<file path="config.mk">
export PLATFORM = sky130hd
export DESIGN_NAME = cdb_arbiter
export DESIGN_NICKNAME = d
export VERILOG_FILES = /design/src/ooo_pkg.sv /design/src/cdb_arbiter.sv
export SDC_FILE = /design/constraint.sdc
export NUM_CORES = 1
export LEC_CHECK = 0
export BUFFER_PORTS_ARGS = -buffer_cell sky130_fd_sc_hd__clkbuf_2
export CAP_MARGIN = 20
export CELL_PAD_IN_SITES_DETAIL_PLACEMENT = 1
export CELL_PAD_IN_SITES_GLOBAL_PLACEMENT = 1
export CORE_AREA = 2 2 64 66
export DETAILED_ROUTE_END_ITERATION = 7
export DIE_AREA = 0 0 66 68
export GPL_TIMING_DRIVEN = 0
export PLACE_DENSITY_LB_ADDON = 0.1
export RECOVER_POWER = 100
export SYNTH_ARGS = -nofsm -noshare
export SYNTH_HDL_FRONTEND = slang
export SYNTH_SLANG_ARGS = --single-unit
</file>
<file path="constraint.sdc">
create_clock -name vclk -period 1
set_input_delay 0.15 -clock vclk [all_inputs]
set_output_delay 0.15 -clock vclk [all_outputs]
set_load 0.02 [all_outputs]
</file>
<file path="src/ooo_pkg.sv">
package ooo_pkg;

    localparam int xlen         = 32;
    localparam int reg_num      = 16;
    localparam int reg_addr_len = 4;
    localparam int rob_size     = 8;
    localparam int rob_tag_len  = 3;

    typedef enum logic {
        fu_alu,
        fu_mult
    } fu_t;

    typedef enum logic [2:0] {
        op_add,
        op_sub,
        op_and,
        op_or,
        op_xor,
        op_slt,
        op_mul
    } alu_op_t;

    // one instruction from decode, imm replaces src2 when imm_valid is set
    typedef struct packed {
        fu_t                     fu;
        alu_op_t                 op;
        logic [reg_addr_len-1:0] dest;
        logic [reg_addr_len-1:0] src1;
        logic [reg_addr_len-1:0] src2;
        logic [xlen-1:0]         imm;
        logic                    imm_valid;
    } decoded_pack_t;

    // value when ready, producing tag otherwise
    typedef struct packed {
        logic                   ready;
        logic [rob_tag_len-1:0] tag;
        logic [xlen-1:0]        value;
    } operand_t;

    typedef struct packed {
        alu_op_t                op;
        logic [rob_tag_len-1:0] dest_tag;
        operand_t               src1;
        operand_t               src2;
    } rs_entry_t;

    typedef struct packed {
        alu_op_t                op;
        logic [rob_tag_len-1:0] dest_tag;
        logic [xlen-1:0]        val1;
        logic [xlen-1:0]        val2;
    } exec_req_t;

    typedef struct packed {
        logic                   valid;
        logic [rob_tag_len-1:0] tag;
        logic [xlen-1:0]        value;
    } cdb_t;

    typedef struct packed {
        logic                    valid;
        logic [reg_addr_len-1:0] dest;
    } rob_alloc_t;

    typedef struct packed {
        logic [reg_addr_len-1:0] dest;
        logic [xlen-1:0]         value;
    } commit_t;

endpackage

</file>
<file path="src/cdb_arbiter.sv">
`timescale 1ns/1ps

module cdb_arbiter (
    input  ooo_pkg::cdb_t mult_req,
    input  ooo_pkg::cdb_t alu_req,
    output logic          mult_grant,
    output logic          alu_grant,
    output ooo_pkg::cdb_t cdb
);

    // multiplier wins since it has the longer pipeline to stall
    assign mult_grant = mult_req.valid;
    assign alu_grant  = alu_req.valid && !mult_req.valid;

    always_comb begin
        if (mult_grant) begin
            cdb = mult_req;
        end else if (alu_grant) begin
            cdb = alu_req;
        end else begin
            cdb = '0;
        end
    end

endmodule

</file>
Word-level counts from Yosys, hierarchy flattened

Index checks and enable logic that the tools add are counted.

Output and inout bits: 38
Logic and storage cells: 4
Register bits: 0

Multiplexer cells: 2
Reductions and logical operators: 2

Operator list:

| operator            | count |
|---|---|
| $mux W36            | 2 |
| $logic_and A1 B1 Y1 | 1 |
| $logic_not A1 Y1    | 1 |

Depth between registers and ports, before layout

Depth in word-level cells: 4
Gate-level depth with buffers: 5
Mapped depth without buffers: 2

Worst setup path before layout

OpenSTA, ideal clock, no wires.

Path kind: in2out
Start: input port mult_req[35] (netlist bit)
End: output port cdb[25] (netlist bit)
Setup slack: -24 ps
Stages on the path: 5
Arrival: 874 ps
Data required time: 850 ps
Cell sequence: buf_6 nor2b_4 buf_6 buf_6 a22o_1

RTL lines:

| element            | RTL line         | RTL |
|---|---|---|
| start: declaration | cdb_arbiter.sv:4 | `input ooo_pkg::cdb_t mult_req,` |
| end: declaration   | cdb_arbiter.sv:8 | `output ooo_pkg::cdb_t cdb` |

==> results.sh <==
export IMPL_die_h_um=68
export IMPL_fin_crit_sh_pct=111
export IMPL_violations="negative setup slack"
export IMPL_layout_nets=232
export IMPL_grt_first_pass_wirelength_um=3680
export IMPL_initial_core_util_pct=10.5
export IMPL_fin_crit_ps=1110
export IMPL_yosysSeqAreaShare_pct=0
export IMPL_p_seq_share_pct=0
export IMPL_finalHoldViolations=0
export IMPL_routed_wl_met3_um=324
export IMPL_setup_ws_ps=-108
export IMPL_hold_slack_ps=566
export IMPL_p_int_uw=402
export IMPL_vdd_drop_max_uv=139
export IMPL_p_per_area_mw_per_mm2=582
export IMPL_fill_cells=496
export IMPL_wl_per_cell_um=12.5
export IMPL_clkPwrFrac_pct=0
export IMPL_max_cap_viol_count=0
export IMPL_synth_net_count=118
export IMPL_grt_setup_unrepaired="true"
export IMPL_synth_distinct_cells=6
export IMPL_leakage_nw=0.712
export IMPL_gr_total_overflow=0
export IMPL_start_kind="input port"
export IMPL_num_vias=881
export IMPL_fmax_mhz=903
export IMPL_synth_simple_area_share_pct=4.94
export IMPL_dr_first_iter_drc_count=17
export IMPL_topRoutingLayerUsed="met3"
export IMPL_row_count=23
export IMPL_num_antenna_cells=0
export IMPL_status="finished with violations"
export IMPL_ios=110
export IMPL_dr_wl_met2_um=1470
export IMPL_grt_pass1_vias=903
export IMPL_globalplace_congestion=0.608
export IMPL_drive_above_1_share_pct=75.9
export IMPL_yosysWarnings=0
export IMPL_fp_dieW_um=66
export IMPL_cp_required_ps=850
export IMPL_synth_xor_area_share_pct=0
export IMPL_regArea_um2=0
export IMPL_synth_area_per_cell_um2=8.81
export IMPL_switchingPower_uw=322
export IMPL_synthAdderAreaFrac_pct=0
export IMPL_first_pass_iters=2
export IMPL_grt_usage_pct=9.81
export IMPL_die_area_mm2=0.00449
export IMPL_grt_max_degree=11
export IMPL_antenna_found_initial=0
export IMPL_synth_compound_area_share_pct=75.6
export IMPL_met1_length_um=792
export IMPL_seq_cell_count=0
export IMPL_slew_viol_final=0
export IMPL_synth_area_mux_share_pct=0
export IMPL_drc=0
export IMPL_viasPerCell=4.24
export IMPL_p_sw_share_pct=44.4
export IMPL_maxSlewHeadroom_pct=82.7
export IMPL_synth_top_family_by_area="compound AO/OA/AOI/OAI gates"
export IMPL_tightest_slew_ps=261
export IMPL_netlist_instances=46
export IMPL_p_total_uw=724
export IMPL_clkbuf_count=0
export IMPL_final_antenna_net_count=0
export IMPL_io_buffers=109
export IMPL_hold_class="input port to output pin"
export IMPL_p_comb_share_pct=100.0
export IMPL_endpoint_kind="output pin"
export IMPL_core_area_mm2=0.00386
export IMPL_hpwl_um=2200
export IMPL_wl_um=2590
export IMPL_worstPathArrival_ps=960
export IMPL_finalSetupViolations=35
export IMPL_synthesis_area_um2=405
export IMPL_crit_type="input port to output pin"
export IMPL_syn2layout_area_growth_pct=206
export IMPL_crit_path_max_fanout=10
export IMPL_mostFrequentLayoutCells="clkbuf_2 (70), a22o_1 (35), buf_6 (33)"
export IMPL_final_common_cell="clkbuf_2"
-- layout make-up --
| type | count | area, µm² | area share (%) |
|---|---|---|---|
| Timing Repair Buffer | 112 | 771 | 62.0 |
| Multi-Input combinational cell | 37 | 327 | 26.3 |
| Buffer | 9 | 82.6 | 6.65 |
| Tap cell | 50 | 62.6 | 5.04 |
-- critical path: stages --
cell and delay (ps):
buf_6 90, nor2b_4 110, buf_6 130, buf_8 130
a22o_1 190, clkbuf_8 150
-- metal layers --
layer  up-vias  global-route usage, %
met5         -                      0
met4         0                      0
met3         0                   1.64
met2        61                   22.1
met1       397                   9.67
li1        423                      -
-- cell families after synthesis --
| group | Yosys count |
|---|---|
| simple gates | 2 |
| buf+inv | 9 |
| compound gates | 35 |
-- timing repair --
item                                    4_1_cts  5_1_grt
pin swaps                                     0        4
hold buffers                                  0        0
endpoints found under the setup margin       30       36
gates cloned                                  0        0
buffers inserted                              3        0
gates resized for setup                       3       98
-- power groups by stage --
| stage | logic (mW) | clock network, mW | registers (mW) |
|---|---|---|---|
| after floorplan | 0.320 | 0 | 0 |
| after global placement | 0.575 | 0 | 0 |
| after detailed placement | 0.585 | 0 | 0 |
| after CTS | 0.603 | 0 | 0 |
| after global routing | 0.776 | 0 | 0 |
| final | 0.724 | 0 | 0 |
-- synthesized netlist by cell type, drive strengths merged --
library cell / instances / area [µm²]
buf: 9 / 78.8
or2: 1 / 6.26
nor2b: 1 / 13.8
a22o: 35 / 307
-- worst paths after layout --
kind	startpoint	end	slack [ps]	depth (start not counted)
setup / recovery	alu_req[35]	cdb[32]	-110	6
hold / removal	mult_req[35]	mult_grant	570	2
-- through the flow --
step	instances	instance area [µm²]	TNS (ps)	util [%]	setup WS, ps
finish	208	1240	-3020	32.2	-108
floorplan	46	405	-220	-	-24.4
global route	208	1240	-4220	32.2	-145
global placement	205	1010	-3060	26.3	-112
CTS	208	1050	-3530	27.2	-116
detailed placement	205	1010	-3670	26.3	-143
Power figures use the tool's default switching activity.
