$ cat src/ooo_pkg.sv
package ooo_pkg;

    localparam int xlen         = 32;
    localparam int reg_num      = 16;
    localparam int reg_addr_len = 4;
    localparam int rob_size     = 8;
    localparam int rob_tag_len  = 3;

    typedef enum logic {
        fu_alu,
        fu_mult
    } fu_t;

    typedef enum logic [2:0] {
        op_add,
        op_sub,
        op_and,
        op_or,
        op_xor,
        op_slt,
        op_mul
    } alu_op_t;

    // one instruction from decode, imm replaces src2 when imm_valid is set
    typedef struct packed {
        fu_t                     fu;
        alu_op_t                 op;
        logic [reg_addr_len-1:0] dest;
        logic [reg_addr_len-1:0] src1;
        logic [reg_addr_len-1:0] src2;
        logic [xlen-1:0]         imm;
        logic                    imm_valid;
    } decoded_pack_t;

    // value when ready, producing tag otherwise
    typedef struct packed {
        logic                   ready;
        logic [rob_tag_len-1:0] tag;
        logic [xlen-1:0]        value;
    } operand_t;

    typedef struct packed {
        alu_op_t                op;
        logic [rob_tag_len-1:0] dest_tag;
        operand_t               src1;
        operand_t               src2;
    } rs_entry_t;

    typedef struct packed {
        alu_op_t                op;
        logic [rob_tag_len-1:0] dest_tag;
        logic [xlen-1:0]        val1;
        logic [xlen-1:0]        val2;
    } exec_req_t;

    typedef struct packed {
        logic                   valid;
        logic [rob_tag_len-1:0] tag;
        logic [xlen-1:0]        value;
    } cdb_t;

    typedef struct packed {
        logic                    valid;
        logic [reg_addr_len-1:0] dest;
    } rob_alloc_t;

    typedef struct packed {
        logic [reg_addr_len-1:0] dest;
        logic [xlen-1:0]         value;
    } commit_t;

endpackage

$ cat src/reservation_station.sv
`timescale 1ns/1ps

module reservation_station #(
    parameter int rs_depth = 4
) (
    input  logic                clk,
    input  logic                reset,
    input  logic                entry_valid,
    input  ooo_pkg::rs_entry_t  entry,
    output logic                full,
    input  ooo_pkg::cdb_t       cdb,
    output logic                issue_valid,
    output ooo_pkg::exec_req_t  issue,
    input  logic                unit_ready
);

    localparam int idx_len = (rs_depth > 1) ? $clog2(rs_depth) : 1;

    // slot 0 holds the oldest entry, entries stay packed toward it
    logic [rs_depth-1:0] valid_q;
    logic [rs_depth-1:0] valid_d;
    logic [rs_depth-1:0] can_issue;
    ooo_pkg::rs_entry_t  ent_q [rs_depth];
    ooo_pkg::rs_entry_t  ent_d [rs_depth];
    ooo_pkg::rs_entry_t  woken [rs_depth];
    logic [idx_len-1:0]  pick;
    logic                found;
    logic                placed;

    function automatic ooo_pkg::operand_t wake(input ooo_pkg::operand_t src,
                                               input ooo_pkg::cdb_t     bus);
        ooo_pkg::operand_t res;
        res = src;
        if (!src.ready && bus.valid && bus.tag == src.tag) begin
            res.ready = 1'b1;
            res.value = bus.value;
        end
        return res;
    endfunction

    always_comb begin
        found = 1'b0;
        pick  = '0;
        for (int i = 0; i < rs_depth; i++) begin
            woken[i]      = ent_q[i];
            woken[i].src1 = wake(ent_q[i].src1, cdb);
            woken[i].src2 = wake(ent_q[i].src2, cdb);
            can_issue[i]  = valid_q[i] && ent_q[i].src1.ready && ent_q[i].src2.ready;
            if (can_issue[i] && !found) begin
                found = 1'b1;
                pick  = idx_len'(i);
            end
        end
    end

    assign full           = &valid_q;
    assign issue_valid    = found && unit_ready;
    assign issue.op       = ent_q[pick].op;
    assign issue.dest_tag = ent_q[pick].dest_tag;
    assign issue.val1     = ent_q[pick].src1.value;
    assign issue.val2     = ent_q[pick].src2.value;

    always_comb begin
        placed = 1'b0;
        for (int i = 0; i < rs_depth; i++) begin
            valid_d[i] = valid_q[i];
            ent_d[i]   = woken[i];
        end
        // close the gap left by the issued entry
        if (issue_valid) begin
            for (int i = 0; i < rs_depth - 1; i++) begin
                if (i >= int'(pick)) begin
                    valid_d[i] = valid_q[i + 1];
                    ent_d[i]   = woken[i + 1];
                end
            end
            valid_d[rs_depth - 1] = 1'b0;
        end
        for (int i = 0; i < rs_depth; i++) begin
            if (entry_valid && !valid_d[i] && !placed) begin
                valid_d[i] = 1'b1;
                ent_d[i]   = entry;
                placed     = 1'b1;
            end
        end
    end

    always_ff @(posedge clk) begin
        if (reset) begin
            valid_q <= '0;
        end else begin
            valid_q <= valid_d;
        end
    end

    always_ff @(posedge clk) begin
        ent_q <= ent_d;
    end

    assert property (@(posedge clk) disable iff (reset) issue_valid |-> valid_q[0]);

endmodule

$ cat config.mk
export PLATFORM = sky130hd
export DESIGN_NAME = reservation_station
export DESIGN_NICKNAME = d
export VERILOG_FILES = /design/src/ooo_pkg.sv /design/src/reservation_station.sv
export SDC_FILE = /design/constraint.sdc
export NUM_CORES = 1
export LEC_CHECK = 0
export BUFFER_PORTS_ARGS = -buffer_cell sky130_fd_sc_hd__buf_4
export CORE_UTILIZATION = 40
export CTS_CLUSTER_DIAMETER = 150
export DETAILED_ROUTE_END_ITERATION = 10
export GPL_ROUTABILITY_DRIVEN = 0
export PLACE_DENSITY = 0.55
export SKIP_CTS_REPAIR_TIMING = 1
export SYNTH_ARGS = -nofsm -noshare
export SYNTH_HDL_FRONTEND = slang
export SYNTH_SLANG_ARGS = --single-unit
$ cat constraint.sdc
create_clock -name clk -period 3.2 [get_ports clk]
set_clock_uncertainty 0.1 [all_clocks]
set_input_delay 0.64 -clock clk [delete_from_list [all_inputs] [get_ports clk]]
set_output_delay 0.64 -clock clk [all_outputs]
set_load 0.01 [all_outputs]
* After elaboration in Yosys (flattened, before gate mapping)
Cells that the tools add are included.
Word-level totals: bits in registers 316, latch bits 0, memory bits (writable) 0, ROM bits 0, input bits 118, output and inout port bits 72, logic and storage cells 154, memories kept 0
Operators by class: $add $sub $neg 0, $mul 0, div/mod/pow operators 0, $lt $le $gt $ge 4, eq/ne operators 8, shift operators 0, mux-type cells 45, bitwise operators 1, reductions and logical operators 63
Operators by type and width (number):
- $mux W78 | 8
- $mux W32 | 8
- $mux W234 | 1
- $bmux W78 S2 | 1
- $mux W72 | 1
- $logic_and A1 B1 Y1 | 35
- $eq A3 B3 Y1 | 8
- $mux W1 | 23
- $logic_not A1 Y1 | 18
- $reduce_bool A2 Y1 | 6
- $reduce_and A2 Y1 | 3
- $ge A1 B2 Y1 const A | 2
- $mux W2 | 2
- $mux W4 | 1
- $reduce_and A4 Y1 | 1
- $ge A3 B3 Y1 const B | 1
- $not A2 Y3 | 1
- $ge A2 B2 Y1 const A | 1

* Depth between registers and ports, before layout
word-level depth 27, gate-level depth with buffers 10, gate-level depth less buffers 5

* Least setup slack after synthesis
Ideal clock, no wire load.
path kind in2reg, start point input unit_ready, end point register ent_q[110] (netlist bit), enable pin, library setup time 0.350 ns, arrival time 2.307 ns, required time 2.750 ns, path slack 0.443 ns, stages 10, buffers on the path 5, cells stage by stage buf_2 > and4_1 > buf_4 > o32ai_1 > or2_1 > nand3b_1 > buf_2 > buf_6 > buf_6 > nand2_1
Between the ends: cells in the longest elaborated chain, start to end 12, elaborated cells between the ends (all ways) 17, classes of those cells mux: 3; reduce/logical: 14
RTL lines:
- start: declaration | RTL line reservation_station.sv:14 | input logic unit_ready
- $logic_and A1 B1 Y1 * | RTL line reservation_station.sv:57 | assign issue_valid = found && unit_ready;
- $mux W4 | RTL line reservation_station.sv:70 | if (issue_valid) begin
- $logic_not A1 Y1 | RTL line reservation_station.sv:80 | if (entry_valid && !valid_d[i] && !placed) begin
- $logic_and A1 B1 Y1 | RTL line reservation_station.sv:80
- $mux W1 | RTL line reservation_station.sv:80
- $logic_not A1 Y1 | RTL line reservation_station.sv:80
- $logic_and A1 B1 Y1 | RTL line reservation_station.sv:80
- $mux W1 | RTL line reservation_station.sv:80
- $logic_not A1 Y1 | RTL line reservation_station.sv:80
- $logic_and A1 B1 Y1 | RTL line reservation_station.sv:80
- $reduce_bool A2 Y1 (no source line)
- $reduce_and A2 Y1 (no source line) *
- end signal: assignment | RTL line reservation_station.sv:97 | ent_q <= ent_d;
- end: declaration | RTL line reservation_station.sv:23 | ooo_pkg::rs_entry_t ent_q [rs_depth];
Mark *: on every way between the ends. The rest lies on a longest branch, timed or not. A chain may end at the register's enable or synchronous reset.

==> metrics.txt <==
multi-input logic area=between 0.009 and 0.01 sq mm; register area=0.00682 sq mm; placed cell areas=0.0190 sq mm; # DRC=0; Fillers=approximately 3,900; first-pass GRT wire length=93,100 um; vias in the first global route=roughly 15,000; IO buf count=189; most frequent cells in the layout=nand2_1, dfxtp_1, buf_4, mux2i_1, nor2_1; CP required=2460 ps; layout cells sized above 1=between 15 and 20%; Nets=around 2,200; wire per inst=between 20 and 25 um; CTS tree=built; Setup CP Type=reg -> out; drt initial violations=~1,400; XOR/XNOR Fraction of Synth Area=1.24%; Yosys reg bits=approximately 320; compound-gate portion of the synthesized area=around a fifth; TritonCTS Buffers=39; Die Wd=just over 200 um; Clock Sinks=~320; Finished Cell Area=between 0.02 and 0.025 sq mm; # rows=74; P_leak=about 9.4 nW; Synth async-reset ratio=0%; Ports=190; clk root buf=clkbuf_16; initial antenna violation count=1; core area=about 0.04 sq mm; slew margin rel.=a little over two fifths; status=complete, no violations; clk buf depth=3; clock-pin slew on the worst setup and hold paths=about 60 ps; Final Hold Fails=0; Post-synth EDFFs=48; Die Footprint=between 0.04 and 0.05 sq mm; GR Util met1=between 30 and 40%; critical path cell sequence=and3_4 > a211oi_4 > buf_6 > buf_16 > buf_12 > nand2_1 > a31oi_1 > buf_4; Worst Max-Slew Pin Slew=~850 ps; DRT Wirelength=62,100 um; Worst path max stage delay=around 360 ps; hold crit path type=in -> reg; Pwr per Cell Area=725 mW/mm^2; max-cap viol count=0; Antenna diodes=0; H-Tree Level Count=2; simple-gate share of the synthesized area=between 10% and 20%; largest net degree at the start of global routing=between 90 and 100; Layout area overhead=22.6%; dominant synthesized flop cell=dfxtp_1; min Tclk post-route=3180 ps; GR peak layer=met2; Cell Area, Synth=between 0.015 and 0.02 sq mm; met3 usage=4.84%; Final setup viols=0; Reg2Reg Depth=6; GR Overflow Total=0; Yosys warnings=0; Worst EP arrival=2440 ps; unrepaired setup endpoints after global routing=yes; Skew-Pair Late Insertion Delay=~550 ps; Worst IR Drop VDD=0.000375 V; fmax=between 300 and 400 MHz; first drt pass iteration count=7; Syn Nets=between 2,000 and 2,500; Initial Util=slightly above 40%; mux share of post-synthesis cell area=between 10% and 20%; Critical Path Stages=8; post-synth cell types=43; Design Power=about 15 mW; crit path max fanout=21; cell family with most CP delay=buffers and inverters; Startpoint Class=flop; routed via count=15,900; total global-route track usage=27.6%; Pins Over Slew Limit=0; Routed Antenna Nets=0; worst hold stages=1; final worst path period share=about 99%; die height=208 um; met2 Use GR=between 40 and 50%; adder-cell share of the synthesized area=0%; Vias per Instance=around 6; most common library cell in the layout ignoring fill and taps=nand2_1; Synth Instances=2,009; sequential cell area fraction in the yosys report=about two fifths; synthesized area per cell=between 8 and 9 sq um; largest family of logic cells by synthesized area=compound AO/OA/AOI/OAI gates; dpl hpwl=about 36,000 um; slowest library cell on the worst path=dfxtp_2; Worst Setup End Kind=primary output; crit path buf inv count=4
## Yosys cell counts, types with 61 or more instances
library cell	count	share of area, %
inv_1	82	1.8
dfxtp_1	268	32
mux2i_1	210	12
nand2_1	342	7.6
or3_1	64	2.4
nor2b_1	75	2.8
a31oi_1	71	2.6
o22ai_1	128	4.7
nor2_1	131	2.9
o31ai_1	130	5.8
a211oi_1	71	3.2
o221ai_1	64	3.3
buf_2	61	1.8
clkbuf_1	130	2.9
## state kept, by name, indices dropped and copies added, names as in the netlist
register	flops
valid_q	4
ent_q	312
## report_power, final
| group | total, mW | switching [mW] | leakage, nW | internal [mW] |
|---|---|---|---|---|
| clock network | 4.52 | 1.81 | 0.628 | 2.71 |
| logic | 4.11 | 2.05 | 6.03 | 2.06 |
| registers | 6.40 | 1.01 | 2.71 | 5.39 |
## logic make-up (layout without fill, tap and decap cells)
logic type,count (synthesis),after routing
DFF,316,316
AOI/OAI and AO/OA,511,511
xor gates and xnor gates,24,24
buffers and inverters,288,414
and+or+nand+nor,658,658
muxes,212,212
## layer usage
layer	vias up	routed length (um)
met2	653	28900
met1	7732	27500
met4	2	1180
met5	-	9
li1	7454	-
met3	97	4590
## stage by stage
step	util (%)	setup TNS (ps)	hold slack, ps	instances	setup slack [ps]
after floorplan	-	0	382	2009	443
after global placement	46.2	0	417	2585	370
after detailed placement	46.2	0	421	2585	304
after CTS	49.3	-13020	174	2654	-313
after global routing	50.3	-1130	187	2667	-71.1
final	50.3	0	193	2667	21.7
## final timing paths
check                                           start                     to  slack [ps]
worst max register to register  valid_q[0]$_SDFF_PP0_     ent_q[122]$_DFF_P_         720
worst max-delay path               ent_q[269]$_DFF_P_              issue[13]          20
worst min register to register  valid_q[3]$_SDFF_PP0_  valid_q[3]$_SDFF_PP0_         420
worst min-delay path                        entry[76]    ent_q[76]$_DFFE_PP_         190
## area by class of cell
| cell class | instances | share of cell area [%] |
|---|---|---|
| Sequential cell | 316 | 32.9 |
| Clock inverter | 9 | 0.652 |
| Tap cell | 532 | 3.21 |
| Inverter | 82 | 1.49 |
| Multi-Input combinational cell | 1405 | 44.1 |
| Clock buffer | 60 | 5.53 |
| Timing Repair Buffer | 263 | 12.1 |
Power figures use the tool's default switching activity.
