`src/ooo_pkg.sv`:
```
package ooo_pkg;

    localparam int xlen         = 32;
    localparam int reg_num      = 16;
    localparam int reg_addr_len = 4;
    localparam int rob_size     = 8;
    localparam int rob_tag_len  = 3;

    typedef enum logic {
        fu_alu,
        fu_mult
    } fu_t;

    typedef enum logic [2:0] {
        op_add,
        op_sub,
        op_and,
        op_or,
        op_xor,
        op_slt,
        op_mul
    } alu_op_t;

    // one instruction from decode, imm replaces src2 when imm_valid is set
    typedef struct packed {
        fu_t                     fu;
        alu_op_t                 op;
        logic [reg_addr_len-1:0] dest;
        logic [reg_addr_len-1:0] src1;
        logic [reg_addr_len-1:0] src2;
        logic [xlen-1:0]         imm;
        logic                    imm_valid;
    } decoded_pack_t;

    // value when ready, producing tag otherwise
    typedef struct packed {
        logic                   ready;
        logic [rob_tag_len-1:0] tag;
        logic [xlen-1:0]        value;
    } operand_t;

    typedef struct packed {
        alu_op_t                op;
        logic [rob_tag_len-1:0] dest_tag;
        operand_t               src1;
        operand_t               src2;
    } rs_entry_t;

    typedef struct packed {
        alu_op_t                op;
        logic [rob_tag_len-1:0] dest_tag;
        logic [xlen-1:0]        val1;
        logic [xlen-1:0]        val2;
    } exec_req_t;

    typedef struct packed {
        logic                   valid;
        logic [rob_tag_len-1:0] tag;
        logic [xlen-1:0]        value;
    } cdb_t;

    typedef struct packed {
        logic                    valid;
        logic [reg_addr_len-1:0] dest;
    } rob_alloc_t;

    typedef struct packed {
        logic [reg_addr_len-1:0] dest;
        logic [xlen-1:0]         value;
    } commit_t;

endpackage

```
`src/reorder_buffer.sv`:
```
`timescale 1ns/1ps

module reorder_buffer (
    input  logic                                clk,
    input  logic                                reset,
    input  ooo_pkg::rob_alloc_t                 alloc,
    output logic [ooo_pkg::rob_tag_len-1:0]     alloc_tag,
    output logic                                full,
    input  logic [ooo_pkg::rob_tag_len-1:0]     rob_tag1,
    input  logic [ooo_pkg::rob_tag_len-1:0]     rob_tag2,
    output ooo_pkg::operand_t                   rob_val1,
    output ooo_pkg::operand_t                   rob_val2,
    input  ooo_pkg::cdb_t                       cdb,
    output logic                                commit_valid,
    output ooo_pkg::commit_t                    commit,
    output logic [ooo_pkg::rob_tag_len-1:0]     commit_tag
);

    logic [ooo_pkg::rob_tag_len-1:0]  head;
    logic [ooo_pkg::rob_tag_len-1:0]  tail;
    logic [ooo_pkg::rob_tag_len:0]    count;
    logic [ooo_pkg::rob_size-1:0]     done;
    logic [ooo_pkg::rob_size-1:0]     in_use;
    logic [ooo_pkg::reg_addr_len-1:0] dest_q  [ooo_pkg::rob_size];
    logic [ooo_pkg::xlen-1:0]         value_q [ooo_pkg::rob_size];

    // entry is live when its distance from head is below count
    always_comb begin
        for (int i = 0; i < ooo_pkg::rob_size; i++) begin
            in_use[i] = {1'b0, ooo_pkg::rob_tag_len'(i) - head} < count;
        end
    end

    assign alloc_tag = tail;
    assign full      = (count == (ooo_pkg::rob_tag_len + 1)'(ooo_pkg::rob_size));

    assign rob_val1.ready = in_use[rob_tag1] && done[rob_tag1];
    assign rob_val1.tag   = rob_tag1;
    assign rob_val1.value = value_q[rob_tag1];
    assign rob_val2.ready = in_use[rob_tag2] && done[rob_tag2];
    assign rob_val2.tag   = rob_tag2;
    assign rob_val2.value = value_q[rob_tag2];

    // in-order retire from head
    assign commit_valid = (count != '0) && done[head];
    assign commit.dest  = dest_q[head];
    assign commit.value = value_q[head];
    assign commit_tag   = head;

    always_ff @(posedge clk) begin
        if (reset) begin
            head  <= '0;
            tail  <= '0;
            count <= '0;
            done  <= '0;
        end else begin
            if (alloc.valid) begin
                done[tail] <= 1'b0;
                tail       <= tail + 1'b1;
            end
            if (cdb.valid) begin
                done[cdb.tag] <= 1'b1;
            end
            if (commit_valid) begin
                head <= head + 1'b1;
            end
            case ({alloc.valid, commit_valid})
                2'b10:   count <= count + 1'b1;
                2'b01:   count <= count - 1'b1;
                default: count <= count;
            endcase
        end
    end

    always_ff @(posedge clk) begin
        if (alloc.valid) begin
            dest_q[tail] <= alloc.dest;
        end
        if (cdb.valid) begin
            value_q[cdb.tag] <= cdb.value;
        end
    end

    assert property (@(posedge clk) disable iff (reset) cdb.valid |-> in_use[cdb.tag]);

endmodule

```
`config.mk`:
```
export PLATFORM = sky130hd
export DESIGN_NAME = reorder_buffer
export DESIGN_NICKNAME = d
export VERILOG_FILES = /design/src/ooo_pkg.sv /design/src/reorder_buffer.sv
export SDC_FILE = /design/constraint.sdc
export NUM_CORES = 1
export LEC_CHECK = 0
export CAP_MARGIN = 40
export CORE_ASPECT_RATIO = 1.5
export CORE_MARGIN = 2
export CORE_UTILIZATION = 45
export CTS_CLUSTER_SIZE = 30
export DETAILED_ROUTE_END_ITERATION = 6
export DONT_BUFFER_PORTS = 1
export GPL_ROUTABILITY_DRIVEN = 0
export PLACE_DENSITY = 0.63
export SLEW_MARGIN = 15
export SYNTH_ARGS = -nofsm -noshare
export SYNTH_HDL_FRONTEND = slang
export SYNTH_SLANG_ARGS = --single-unit
```
`constraint.sdc`:
```
create_clock -name clk -period 2.9 [get_ports clk]
set_input_delay 0.29 -clock clk [delete_from_list [all_inputs] [get_ports clk]]
set_output_delay 0.29 -clock clk [all_outputs]
set_load 0.02 [all_outputs]
```
## Yosys cells after proc, flatten, opt, wreduce, memory -nomap -nowiden

Memories as Yosys holds them, arrays and structs flattened. A register that Yosys moved wholly into a read port is not among the register bits.
Index checks and enable logic that the tools add are counted.

| storage, ports and cells | value |
|---|---|
| register bits after elaboration | 18 |
| RAM bits | 288 |
| bits of input ports | 49 |
| output and inout bits | 116 |
| memories kept | 2 |

| cells by class | value |
|---|---|
| add/sub/neg operators | 12 |
| $lt $le $gt $ge | 15 |
| equality and inequality tests | 3 |
| multiplexer cells | 26 |
| bitwise gates (word level) | 3 |
| reductions and logical operators | 7 |

Memories:

| name | words | bits a word | rd ports | clocked after memory_dff | write ports | RTL line | text |
|---|---|---|---|---|---|---|---|
| value_q | 8 | 32 | 3 | 1 | 1 | reorder_buffer.sv:25 | `logic [ooo_pkg::xlen-1:0] value_q [ooo_pkg::rob_size];` |
| dest_q | 8 | 4 | 1 | 1 | 1 | reorder_buffer.sv:24 | `logic [ooo_pkg::reg_addr_len-1:0] dest_q [ooo_pkg::rob_size];` |

Operators by type and width:

| operator | count |
|---|---|
| $lt 3x4->1 | 8 |
| $mux 8 | 3 |
| $lt 3x4->1 const B | 5 |
| $bmux 1 s3 | 5 |
| $mux 3 | 4 |
| $sub 3x3->3 const A | 4 |
| $mux 1 | 11 |
| $and 8x8->8 | 1 |
| $not 8->8 | 1 |
| $or 8x8->8 | 1 |
| $pmux 4 s2 | 1 |
| $add 3x1->3 const B | 2 |
| $demux 1 s3 | 2 |
| $ge 3x1->1 const B | 2 |
| $sub 1x3->3 const A | 2 |
| $sub 2x3->3 const A | 2 |
| $logic_and 1x1->1 | 5 |
| $add 4x1->4 const B | 1 |
| $eq 4x4->1 const B | 1 |
| $reduce_bool 4->1 | 1 |
| $sub 4x1->4 const B | 1 |
| $eq 2x1->1 const B | 1 |
| $eq 2x2->1 const B | 1 |
| $reduce_bool 2->1 | 1 |

## Depth between registers and ports, before layout

| depth | value |
|---|---|
| word-level depth | 10 |
| depth in mapped cells | 12 |
| depth with buffers taken out | 11 |

## Worst setup path before layout

Ideal clock, no wire load.

| timing | value |
|---|---|
| path type | input -> register |
| from | input cdb[32] in the netlist's numbering |
| to | memory value_q[0][0] in the netlist's numbering, enable pin |
| library setup time | 0.464 ns |
| arrival | 2.725 ns |
| path slack | -0.289 ns |
| cell stages on the path | 2 |
| path buffers | 0 |
| cells stage by stage | nand2b_1 nor3_1 |

RTL lines:

| what | RTL line | text |
|---|---|---|
| start: declaration | reorder_buffer.sv:13 | `input ooo_pkg::cdb_t cdb,` |
| end: declaration | reorder_buffer.sv:25 |  |

No word-level cell before the write port.

==> impl_metrics.yaml <==
cells_and_area:
  design_area_um2: 18400
  drive_above_1_share_pct: 45.4
  area_delta_synth_final_pct: 12.9
  fillers: 2922
  fin_nets: 962
sta:
  fin_crit_ns: 2.92
  rsz0062_at_grt: "yes"
  worstMarginPinSlew_ns: 0.805
  finalSetupViolCount: 1
  max_slew_margin_pct: 46.2
  period_share_pct: 101
  final_max_slew_viol_count: 0
  clock.fmax_mhz: 342
  skew_ns: 0.00573
  setup_ws_ns: -0.0205
  hold_viol_final: 0
yosys:
  synth_edf_count: 288
  synth-seq-cells: 309
  synth_area_um2: 16300
  yosysUniqueCellTypes: 39
  yosysWarnings: 0
  synth_ff_type: "edfxtp_1"
  syn_inst: 868
  synth_nets: 935
  synth-seq-area-share_pct: 55.7
  async_flop_share_pct: 0
  syn_avg_cell_area_um2: 18.8
global_route:
  antenna_found_initial: 2
  grt_pass1_wl_mm: 61.8
  gr-total-overflow: 0
  first_global_vias: 9925
  grt_max_degree: 72
  grt_use_total_pct: 22.1
routing:
  drt-met1-wl_mm: 14.6
  route.antenna.remaining_nets: 0
  firstDrtPassIters: 5
  top_layer: "met4"
  dr_wl_met2_mm: 22.7
  drt_wl_total_mm: 41.3
  drt_iter0_markers: 622
  wl_per_cell_um: 29.6
  wl_met3_mm: 2.55
  via_per_inst: 6.44
  drc: 0
  num_vias: 8998
placed_design:
  dp_hpwl_mm: 24.3
  dp_slack_ns: 0.167
  io_buffer_count: 0
  detailed_place.area_um2: 16800
critical_path:
  path_max_fanout: 7
  critPathKind: "reg -> out"
  critPathCaptureType: "output port"
  required_ns: 2.61
  arrival_ns: 2.63
  critical_path.startpoint_type: "flip-flop"
power:
  peakVddDrop_uv: 392
  total_power_uw: 9890
  p_leak_uw: 0.00571
  p_per_area_nw_per_um2: 538
min_path:
  hold_class: "in -> reg"
floorplan:
  ios: 165
  die_w_um: 159
  start_util_pct: 45.6
  die_area_um2: 37700
  rows: 85
  die_y_um: 237
  placeableCoreArea_um2: 35700
cts:
  clock_latency_ns: 0.56
  cts_buffers: 30
  cts_tree: "done"
  cts_htree_levels: 1
  clockRootBuffer: "clkbuf_16"
  clk_pin_slew_worst_paths_ns: 0.06
  clockBufferDepth: 3
  cts_sinks: 309
run:
  maxCapViolCount: 0
outcome:
  violations: "negative setup slack"
  status: "finished with violations"
==> final timing paths <==
| path | start | to | slack [ns] | cells past startpoint |
|---|---|---|---|---|
| max | commit_tag[0] | rob_val1[35] | -0.02 | 10 |
| min reg2reg | done[0] | done[0] | 0.54 | 2 |
| min | alloc[4] | done[5] | 0.03 | 3 |
| max reg2reg | commit_tag[0] | count[2] | 0.21 | 12 |
==> state kept, by name, summed over array words and instances, names as in the netlist, named ones only <==
name	count
commit_tag	3
dest_q	32
value_q	256
count	4
alloc_tag	3
done	8
==> critical path: stages (launching register included) <==
cell,delay (ns)
dfxtp_2,0.35
buf_12,0.14
ha_4,0.16
xor2_4,0.18
inv_2,0.06
ha_4,0.27
nand2_2,0.04
o21ai_2,0.15
a21oi_1,0.08
a32o_1,0.21
or3_4,0.42
==> where the power goes <==
group          switching [uW]  internal [uW]  total [uW]
registers                 101           5020        5120
clock network            1620           2120        3740
logic                     516            507        1020
total                    2240           7650        9890
==> stage by stage <==
step	hold slack [ns]	instances	setup TNS (ns)	util, %
6_report	0.0287	1398	-0.0205	51.4
3_5_place_dp	0.360	1294	0	47.0
2_1_floorplan	0.389	868	0	-
3_3_place_gp	0.361	1294	0	47.0
5_1_grt	0.0580	1397	-0.182	51.4
4_1_cts	0.0173	1392	-0.00847	51.1
==> Yosys cell counts, types with 2 or more instances <==
| master | count | area [um2] |
|---|---|---|
| xnor2_1 | 3 | 26.3 |
| o2bb2ai_1 | 2 | 17.5 |
| nand3_1 | 8 | 40.0 |
| a21oi_1 | 21 | 105 |
| mux2i_1 | 5 | 50.1 |
| dfxtp_1 | 21 | 420 |
| nor2b_1 | 7 | 43.8 |
| buf_4 | 10 | 75.1 |
| o21ai_0 | 13 | 65.1 |
| buf_2 | 23 | 115 |
| inv_1 | 21 | 78.8 |
| edfxtp_1 | 288 | 8650 |
| mux2_2 | 100 | 1130 |
| buf_1 | 7 | 26.3 |
| nor2_1 | 26 | 97.6 |
| nand2_1 | 17 | 63.8 |
| xor2_1 | 7 | 61.3 |
| a211oi_1 | 2 | 15.0 |
| or3_1 | 3 | 18.8 |
| nor3b_1 | 2 | 15.0 |
| nor3_1 | 3 | 15.0 |
| o221a_2 | 2 | 22.5 |
| nand2b_1 | 7 | 43.8 |
| ha_1 | 18 | 225 |
| a221oi_1 | 2 | 17.5 |
| clkbuf_1 | 31 | 116 |
| a31oi_1 | 2 | 12.5 |
| mux4_2 | 205 | 4620 |
| and2_1 | 2 | 12.5 |
==> final cells by class <==
class	instances	area [um2]	share of cell area [%]
multi-input cells	466	6990	38.1
well taps	478	598	3.25
diodes	2	5.00	0.0272
inverters	21	85.1	0.463
clock buffers	40	882	4.80
repair buffers	67	653	3.55
flip-flops and latches	309	9090	49.5
clock inverters	15	67.6	0.368
==> kinds of logic (layout without fill, tap and decap cells) <==
family                     Yosys count  in the layout  synth area share, %
muxes                              310            310                 35.6
DFF                                309            309                 55.7
buffers and inverters               93            143                 2.60
and+or+nand+nor                     80             80                 2.43
AOI/OAI and AO/OA                   48             48                 1.77
adders and majority gates           18             18                 1.38
xor gates and xnor gates            10             10                0.538
other                                0              2                    0
==> routing by layer <==
metal  up-vias  global-route usage, %
met5         -                      0
met2       336                   40.9
met4         0                   8.76
met1      4842                   24.9
met3        88                   4.38
li1       3732                      -
==> placed cells by master (no fill, tap or decap), drive strengths merged, types with 5 or more instances in the layout <==
master | Yosys | layout
mux4 | 205 | 205
nor2b | 8 | 8
ha | 18 | 18
o21ai | 14 | 14
clkinv | 0 | 14
mux2i | 5 | 5
xor2 | 7 | 7
edfxtp | 288 | 288
nor2 | 26 | 26
nand2 | 17 | 17
clkbuf | 31 | 40
inv | 21 | 20
dlygate4sd3 | 0 | 40
nand3 | 8 | 8
mux2 | 100 | 100
dfxtp | 21 | 21
buf | 41 | 27
nand2b | 7 | 7
a21oi | 21 | 21
==> repair_timing <==
action	4_1_cts	5_1_grt
setup buffers	3	4
resized for setup	26	16
hold buffers	40	0
gates cloned	0	0
endpoints found under the hold margin	309	0
pin swaps	2	5
endpoints found under the setup margin	2	3
No activity file was read; power rests on OpenSTA's default activity.
