[src/ooo_pkg.sv]
package ooo_pkg;

    localparam int xlen         = 32;
    localparam int reg_num      = 16;
    localparam int reg_addr_len = 4;
    localparam int rob_size     = 8;
    localparam int rob_tag_len  = 3;

    typedef enum logic {
        fu_alu,
        fu_mult
    } fu_t;

    typedef enum logic [2:0] {
        op_add,
        op_sub,
        op_and,
        op_or,
        op_xor,
        op_slt,
        op_mul
    } alu_op_t;

    // one instruction from decode, imm replaces src2 when imm_valid is set
    typedef struct packed {
        fu_t                     fu;
        alu_op_t                 op;
        logic [reg_addr_len-1:0] dest;
        logic [reg_addr_len-1:0] src1;
        logic [reg_addr_len-1:0] src2;
        logic [xlen-1:0]         imm;
        logic                    imm_valid;
    } decoded_pack_t;

    // value when ready, producing tag otherwise
    typedef struct packed {
        logic                   ready;
        logic [rob_tag_len-1:0] tag;
        logic [xlen-1:0]        value;
    } operand_t;

    typedef struct packed {
        alu_op_t                op;
        logic [rob_tag_len-1:0] dest_tag;
        operand_t               src1;
        operand_t               src2;
    } rs_entry_t;

    typedef struct packed {
        alu_op_t                op;
        logic [rob_tag_len-1:0] dest_tag;
        logic [xlen-1:0]        val1;
        logic [xlen-1:0]        val2;
    } exec_req_t;

    typedef struct packed {
        logic                   valid;
        logic [rob_tag_len-1:0] tag;
        logic [xlen-1:0]        value;
    } cdb_t;

    typedef struct packed {
        logic                    valid;
        logic [reg_addr_len-1:0] dest;
    } rob_alloc_t;

    typedef struct packed {
        logic [reg_addr_len-1:0] dest;
        logic [xlen-1:0]         value;
    } commit_t;

endpackage

[src/dispatcher.sv]
`timescale 1ns/1ps

module dispatcher (
    input  logic                                clk,
    input  logic                                reset,
    input  logic                                inst_valid,
    input  ooo_pkg::decoded_pack_t              inst,
    output logic                                inst_ready,
    output logic [ooo_pkg::reg_addr_len-1:0]    src1_addr,
    output logic [ooo_pkg::reg_addr_len-1:0]    src2_addr,
    input  ooo_pkg::operand_t                   src1_stat,
    input  ooo_pkg::operand_t                   src2_stat,
    output logic [ooo_pkg::rob_tag_len-1:0]     rob_tag1,
    output logic [ooo_pkg::rob_tag_len-1:0]     rob_tag2,
    input  ooo_pkg::operand_t                   rob_val1,
    input  ooo_pkg::operand_t                   rob_val2,
    output ooo_pkg::rob_alloc_t                 alloc,
    input  logic [ooo_pkg::rob_tag_len-1:0]     alloc_tag,
    input  logic                                rob_full,
    input  ooo_pkg::cdb_t                       cdb,
    output logic                                alu_entry_valid,
    output logic                                mult_entry_valid,
    output ooo_pkg::rs_entry_t                  entry,
    input  logic                                alu_full,
    input  logic                                mult_full
);

    logic                   hold_valid;
    ooo_pkg::decoded_pack_t hold;
    logic                   target_full;
    logic                   fire;

    // register first, then ROB, then a same-cycle broadcast
    function automatic ooo_pkg::operand_t resolve(input ooo_pkg::operand_t reg_stat,
                                                  input ooo_pkg::operand_t rob_stat,
                                                  input ooo_pkg::cdb_t     bus);
        ooo_pkg::operand_t res;
        res = reg_stat;
        if (!reg_stat.ready) begin
            if (rob_stat.ready) begin
                res.ready = 1'b1;
                res.value = rob_stat.value;
            end else if (bus.valid && bus.tag == reg_stat.tag) begin
                res.ready = 1'b1;
                res.value = bus.value;
            end else begin
                res.value = '0;
            end
        end
        return res;
    endfunction

    assign target_full = (hold.fu == ooo_pkg::fu_mult) ? mult_full : alu_full;
    assign fire        = hold_valid && !rob_full && !target_full;
    assign inst_ready  = !hold_valid || fire;

    always_ff @(posedge clk) begin
        if (reset) begin
            hold_valid <= 1'b0;
        end else if (inst_ready) begin
            hold_valid <= inst_valid;
        end
    end

    always_ff @(posedge clk) begin
        if (inst_ready && inst_valid) begin
            hold <= inst;
        end
    end

    assign src1_addr = hold.src1;
    assign src2_addr = hold.src2;
    assign rob_tag1  = src1_stat.tag;
    assign rob_tag2  = src2_stat.tag;

    always_comb begin
        entry.op       = hold.op;
        entry.dest_tag = alloc_tag;
        entry.src1     = resolve(src1_stat, rob_val1, cdb);
        if (hold.imm_valid) begin
            entry.src2.ready = 1'b1;
            entry.src2.tag   = '0;
            entry.src2.value = hold.imm;
        end else begin
            entry.src2 = resolve(src2_stat, rob_val2, cdb);
        end
    end

    // steer by unit class
    assign alloc.valid      = fire;
    assign alloc.dest       = hold.dest;
    assign alu_entry_valid  = fire && (hold.fu == ooo_pkg::fu_alu);
    assign mult_entry_valid = fire && (hold.fu == ooo_pkg::fu_mult);

    // a waiting operand never names the entry it belongs to
    assert property (@(posedge clk) disable iff (reset)
        fire |-> (entry.src1.ready || entry.src1.tag != alloc_tag)
              && (entry.src2.ready || entry.src2.tag != alloc_tag));

endmodule

[config.mk]
export PLATFORM = sky130hd
export DESIGN_NAME = dispatcher
export DESIGN_NICKNAME = d
export VERILOG_FILES = /design/src/ooo_pkg.sv /design/src/dispatcher.sv
export SDC_FILE = /design/constraint.sdc
export NUM_CORES = 1
export LEC_CHECK = 0
export ABC_AREA = 1
export BUFFER_PORTS_ARGS = -buffer_cell sky130_fd_sc_hd__buf_2
export CORE_AREA = 4 4 128 130
export CTS_CLUSTER_SIZE = 14
export DETAILED_ROUTE_END_ITERATION = 8
export DIE_AREA = 0 0 132 134
export PLACE_DENSITY = 0.73
export SLEW_MARGIN = 0
export SYNTH_ARGS = -nofsm -noshare
export SYNTH_HDL_FRONTEND = slang
export SYNTH_SLANG_ARGS = --single-unit
[constraint.sdc]
create_clock -name clk -period 3.73 [get_ports clk]
set_input_delay 0.5595 -clock clk [delete_from_list [all_inputs] [get_ports clk]]
set_output_delay 0.5595 -clock clk [all_outputs]
set_load 0.1 [all_outputs]
# == Word-level counts from Yosys, hierarchy flattened ==
# Index checks and enable logic that the tools add are counted.
# totals
ff_bits,50
input_bits,238
output_inout_bits,100
elab_cells,36
# classes
n_eq_ne,2
muxes,14
bitwise,1
reduce_logical,11
# op_table
op,n
32-bit two-way mux,6
36-bit two-way mux,1
1-bit logical AND,7
1-bit two-way mux,7
3-bit equality test,2
1-bit logical NOT,3
1-bit logical OR,1
1-bit NOT,1

# == Logic depth before layout (Yosys ltp) ==
# Gate-level depths: netlist of run 1.
# depth
word_depth,6
ltp_mapped,9
ltp_nobuf,8

# == Least setup slack after synthesis of run 1 ==
# OpenSTA, ideal clock, no wires.
# synth_path
path_kind,input -> register
start,in rob_full
end,"reg hold, in the netlist alloc[0] (enable)"
arrival_ns,3.176
slack_ns,0.082
cell_stages,3
cell_sequence,nor2_1 > nand3_1 > a21oi_1
# synth_between
elab_chain_cells,5
# synth_lines
element,line,source
start: declaration,dispatcher.sv:19,"input logic rob_full,"
1-bit logical NOT,dispatcher.sv:54,assign fire = hold_valid && !rob_full && !target_full;
1-bit logical AND (2 in a row),dispatcher.sv:54,
1-bit logical OR,dispatcher.sv:55,assign inst_ready = !hold_valid || fire;
1-bit logical AND,dispatcher.sv:66,if (inst_ready && inst_valid) begin
end signal: assignment,dispatcher.sv:67,hold <= inst;
end: declaration,dispatcher.sv:29,ooo_pkg::decoded_pack_t hold;
# No other way between the ends.
# A chain may end at the register's enable or synchronous reset.

==> flow_summary.yaml, run 1 <==
outcome:
  status: "complete, no violations"
detailed_routing:
  avgRoutedWirePerCell_um: 14.1
  antenna_left: 0
  first_pass_iters: 5
  route.detailed.drc: 0
  viasPerCell: 4.47
  route.vias.total: 4979
  routed_wl_mm: 15.8
  drtIter0Drc: 213
pwr:
  power_density_nw_per_um2: 369
  peakVddDrop_mv: 0.403
  fin_total_pwr_mw: 2.19
  p_leak_nw: 3.09
synthesis:
  ys_seq_area_share_pct: 34.2
  synth_compound_area_share_pct: 11.6
  synthCells: 655
  yosys_register_bits: 50
  synth_xor_area_share_pct: 0.201
  synth_fa_ha_area_share_pct: 0
  netlist_area_sq_um: 4360
  yosys.area_share.simple_pct: 37.3
  ys_warn_count: 0
  syn-num-nets: 893
  avgSynthCellArea_sq_um: 6.66
  yosysUniqueCellTypes: 23
  synth_top_family_by_area: "simple AND/OR/NAND/NOR gates"
  synth.area.mux_share_pct: 0
clocking:
  cts_root_buf: "clkbuf_16"
  cts_tree: "done"
  post_cts_buffers: 0
  htree_levels: 2
  cts.sinks: 50
  clk_latency_ns: 0.28
  clockBufferDepth: 2
  cts_resized: 0
  clk_pin_slew_ns: 0.06
  postCtsHoldBufs: 0
  cts_buffers: 5
timing:
  hold_violations: 0
  final.setup.tns_ns: 0
  rsz0062_at_grt: "false"
  worst_pin_slew_ns: 0.644
  final.setup_skew_ns: 0.00648
  relSlewSlack_pct: 57.1
  setup_viol: 0
  fmax_mhz: 362
  layout_min_cycle_time_ns: 2.76
  fin_crit_sh_pct: 74.0
  drv_slew: 0
final_layout:
  layout-drive-gt1-share_pct: 39.9
  areaGrowthSynthToFinish_pct: 36.0
  most-common-layout-cells: "buf_2, nor2_1, nand2_1"
  final_common_cell: "buf_2"
  utilization_pct: 39.1
  final_nets: 1164
  diodes: 0
setup_path:
  critPathArrivalTime_ns: 2.20
  worstSetupPathType: "in2out"
  startpoint_type: "input pin"
  end_kind: "output pin"
  cp_max_fo: 16
  r2r-start: "hold_valid"
  cp-startpoint: "cdb[33]"
  cp.required_ns: 3.17
floorplan:
  io_pins: 338
  die_w_um: 132
  floorplan.core_area_sq_um: 15100
  row_count: 45
  die_y_um: 134
  dieArea_sq_um: 17700
  start_util_pct: 28.8
placed_design:
  routabilityCongestion: 0.847
  hpwl_mm: 13.2
  io_buffers: 325
global_routing:
  grt_pass1_vias: 4632
  grt_max_degree: 69
  antenna_found_initial: 0
  grt_pass1_wl_mm: 24.3
  track_usage_pct: 16.8
  overflow: 0
job:
  cap_violations: 0
min_path:
  hold_start: "reset"
  hp-class: "in2reg"
[per-stage QoR]
stage / cells / hold WS, ns / cell area (sq um) / setup WS (ns)
CTS: 1115 / 0.420 / 5930 / 0.958
detailed placement: 1107 / 0.545 / 5790 / 0.967
global placement: 1107 / 0.520 / 5790 / 0.977
global route: 1115 / 0.420 / 5930 / 0.831
floorplan: 655 / 0.629 / 4360 / 0.0822
finish: 1115 / 0.429 / 5930 / 0.971
[cell usage after synthesis]
cell type / instances / area share, %
dlygate4sd1_1: 2 / 0.40
clkbuf_1: 17 / 1.5
buf_2: 12 / 1.4
nand3_1: 46 / 5.3
buf_1: 1 / 0.086
nand3_2: 19 / 4.4
buf_6: 8 / 2.1
nand2_1: 143 / 12
edfxtp_1: 49 / 34
buf_8: 1 / 0.34
nor2_2: 2 / 0.29
dlymetal6s2s_1: 2 / 0.57
clkbuf_8: 5 / 1.6
buf_4: 28 / 4.8
o21ai_1: 2 / 0.23
xor2_1: 1 / 0.20
inv_2: 1 / 0.086
nor2_4: 2 / 0.52
nor2_1: 168 / 14
inv_1: 45 / 3.9
a21oi_1: 99 / 11
dfxtp_1: 1 / 0.46
nor3_1: 1 / 0.11
[power by group]
| group | switching, mW | internal [mW] |
|---|---|---|
| registers | 0.00868 | 0.658 |
| clock network | 0.178 | 0.241 |
| logic | 0.878 | 0.227 |
[path summary, 6_finish.rpt]
path	end	slack, ns	cells after the start
worst max register to register	entry[76]	1.77	5
worst min-delay path	hold_valid	0.43	2
worst max-delay path	entry[10]	0.97	11
worst min register to register	hold_valid	0.56	2
[state kept, by name, summed over array words and instances (netlist names)]
name	flops
src2_addr	4
src1_addr	4
hold	34
alloc	4
hold_valid	1
entry	3
[logic make-up after synthesis]
kind of cell    count (synthesis)
flops                          50
xor+xnor                        1
compound gates                101
simple gates                  381
buf+inv                       122
[per-layer routing]
metal  GRT usage, %  share of wire (%)  wire length, um  vias up
li1               -                  -                -     2607
met1           21.9                 42             6700     2184
met2           29.2                 50             7810      171
met3           3.11                6.4             1010       17
met4           3.91                1.5              241        0
met5              0                  0                0        -
[area by class of cell]
type                       count  area, sq um
clock inverter                 3         11.3
multi-input combinational    483         2150
fill                        1606         9220
tap                          188          235
inverter                      46          173
timing repair buffer         340         1740
clock buffer                   5          125
sequential                    50         1490
[critical path: stages]
cell and delay [ns]:
buf_2 0.11, inv_1 0.04, nand2_1 0.05, nand2_1 0.08, nor2_4 0.33, buf_4 0.28, nand3_2 0.09, nand2_1 0.12
nand2_1 0.06, nand2_1 0.05, buf_2 0.42
Note: power is estimated with default switching activity, not from simulation.
==> run 2: changes to the inputs <==
--- a/config.mk
+++ b/config.mk
@@ -7,11 +7,11 @@
 export LEC_CHECK = 0
 export ABC_AREA = 1
 export BUFFER_PORTS_ARGS = -buffer_cell sky130_fd_sc_hd__buf_2
-export CORE_AREA = 4 4 128 130
+export CORE_AREA = 4 4 129 131
 export CTS_CLUSTER_SIZE = 14
 export DETAILED_ROUTE_END_ITERATION = 8
-export DIE_AREA = 0 0 132 134
-export PLACE_DENSITY = 0.73
+export DIE_AREA = 0 0 133 135
+export PLACE_DENSITY = 0.7
 export SLEW_MARGIN = 0
 export SYNTH_ARGS = -nofsm -noshare
 export SYNTH_HDL_FRONTEND = slang
==> constraint.sdc (replaced) <==
create_clock -name clk -period 2.54 [get_ports clk]
set_input_delay 0.381 -clock clk [delete_from_list [all_inputs] [get_ports clk]]
set_output_delay 0.381 -clock clk [all_outputs]
set_load 0.1 [all_outputs]
==> run 2 against run 1 <==
Against the previous run: first-iteration DRC count up 8.9%; final area up 21%; critical path depth down 2; register-to-register slack worse by 0.96 ns; combinational power up 83%; sequential share of layout area down 4.3 points; routed wire length up 3.3%; clock-buffer cell count up 1; sequential power up 47%; via count up 0.26%; worst hold slack worse by 0.18 ns; highest routed layer is now met5.
==> flow_summary.yaml, run 2 (synthesis gave the netlist of run 1 again) <==
outcome:
  status: "complete, no violations"
timing:
  fin_crit_sh_pct: 80.5
  final.setup_skew_ns: 0.00399
  fmax_mhz: 489
  hold_violations: 0
  rsz0062_at_grt: "false"
  final.setup.tns_ns: 0
  drv_slew: 0
  relSlewSlack_pct: 66.6
  worst_pin_slew_ns: 0.504
  layout_min_cycle_time_ns: 2.05
  holdWs_ns: 0.248
  setup_viol: 0
placed_design:
  io_buffers: 325
  hpwl_mm: 13.6
  postPlaceCellArea_sq_um: 7010
  routabilityCongestion: 0.827
  dp_cells: 1134
final_layout:
  final_common_cell: "buf_2"
  regMostFlops: "hold"
  num-fill-cells: 1568
  most-common-layout-cells: "buf_2, nor2_1, nand2_1"
  layout-drive-gt1-share_pct: 43.5
  largest_reg_flops: 34
  final_nets: 1163
  areaGrowthSynthToFinish_pct: 63.8
  fin_cells: 1142
  finalInstanceArea_sq_um: 7140
detailed_routing:
  wl_met1_mm: 6.90
  drtIter0Drc: 232
  first_pass_iters: 4
  route.detailed.drc: 0
  viasPerCell: 4.37
  wl_met3_um: 946
  avgRoutedWirePerCell_um: 14.3
  route.vias.total: 4992
  highest-signal-layer: "met5"
  antenna_left: 0
  met2WireLength_mm: 8.12
  routed_wl_mm: 16.3
setup_path:
  slowest_delay_ns: 0.32
  cp.required_ns: 2.16
  end_kind: "output pin"
  slowest_stage: "buf_4"
  cp-startpoint: "src1_stat[33]"
  r2r-start: "hold_valid"
  worstPathCellList: "buf_2 -> inv_1 -> nand2_1 -> o21ai_1 -> nor2_2 -> buf_4 -> nand3_1 -> a21oi_2 -> buf_12"
  startpoint_type: "input pin"
  worstSetupPathType: "in2out"
  reg2reg_slack_ns: 0.81
  cp_max_fo: 33
  critPathArrivalTime_ns: 1.66
floorplan:
  io_pins: 338
  die_y_um: 135
  die_w_um: 133
  start_util_pct: 28.0
  dieArea_sq_um: 18000
  floorplan.core_area_sq_um: 15600
  row_count: 46
global_routing:
  grt_max_degree: 66
  antenna_found_initial: 2
  grt_pass1_wl_mm: 24.3
  overflow: 0
  track_usage_pct: 16.9
  grt_pass1_vias: 4638
clocking:
  postCtsHoldBufs: 0
  clockBufferDepth: 2
  htree_levels: 2
  cts.sinks: 50
  cts_root_buf: "clkbuf_16"
  post_cts_buffers: 0
  cts_buffers: 5
  clk_pin_slew_ns: 0.06
  cts_tree: "done"
  cts_resized: 0
  clk_latency_ns: 0.29
pwr:
  p_leak_nw: 3.47
  peakVddDrop_mv: 0.619
  fin_total_pwr_mw: 3.61
  power_density_nw_per_um2: 505
min_path:
  hp-class: "in2reg"
  hold_start: "reset"
job:
  cap_violations: 0
[run 2: critical path: cells and delay by family]
kind	cells	cell delay, ns
compound gates	2	0.31
buf+inv	4	0.67
simple gates	3	0.28
[run 2: layout make-up]
type,instances,area (sq um),area share [%]
repair buffers,339,2800,39.2
multi-input cells,483,2270,31.8
flip-flops and latches,50,1490,20.9
well taps,216,270,3.78
inverters,46,173,2.42
clock buffers,6,129,1.80
clock inverters,1,7.51,0.105
diodes,1,2.50,0.0350
[run 2: routing by layer]
layer	up-vias	track usage (%)
li1	2603	-
met1	2182	21.9
met2	181	29.0
met3	24	2.91
met4	2	4.79
met5	-	0
[run 2: worst paths after layout]
check | to | cells past startpoint
max reg2reg | entry[76] | 5
min reg2reg | hold_valid | 2
max | entry[56] | 9
min | hold_valid | 2
[run 2: power breakdown]
group,internal (mW),total [mW],switching (mW)
logic,0.646,2.01,1.36
clock network,0.359,0.622,0.262
registers,0.965,0.978,0.0123
[run 2: metrics by stage]
step | setup WS, ns | utilization [%]
final | 0.494 | 45.8
after global routing | 0.398 | 45.8
after CTS | 0.469 | 45.8
after detailed placement | 0.469 | 44.9
after global placement | 0.517 | 44.9
after floorplan | 0.0187 | -
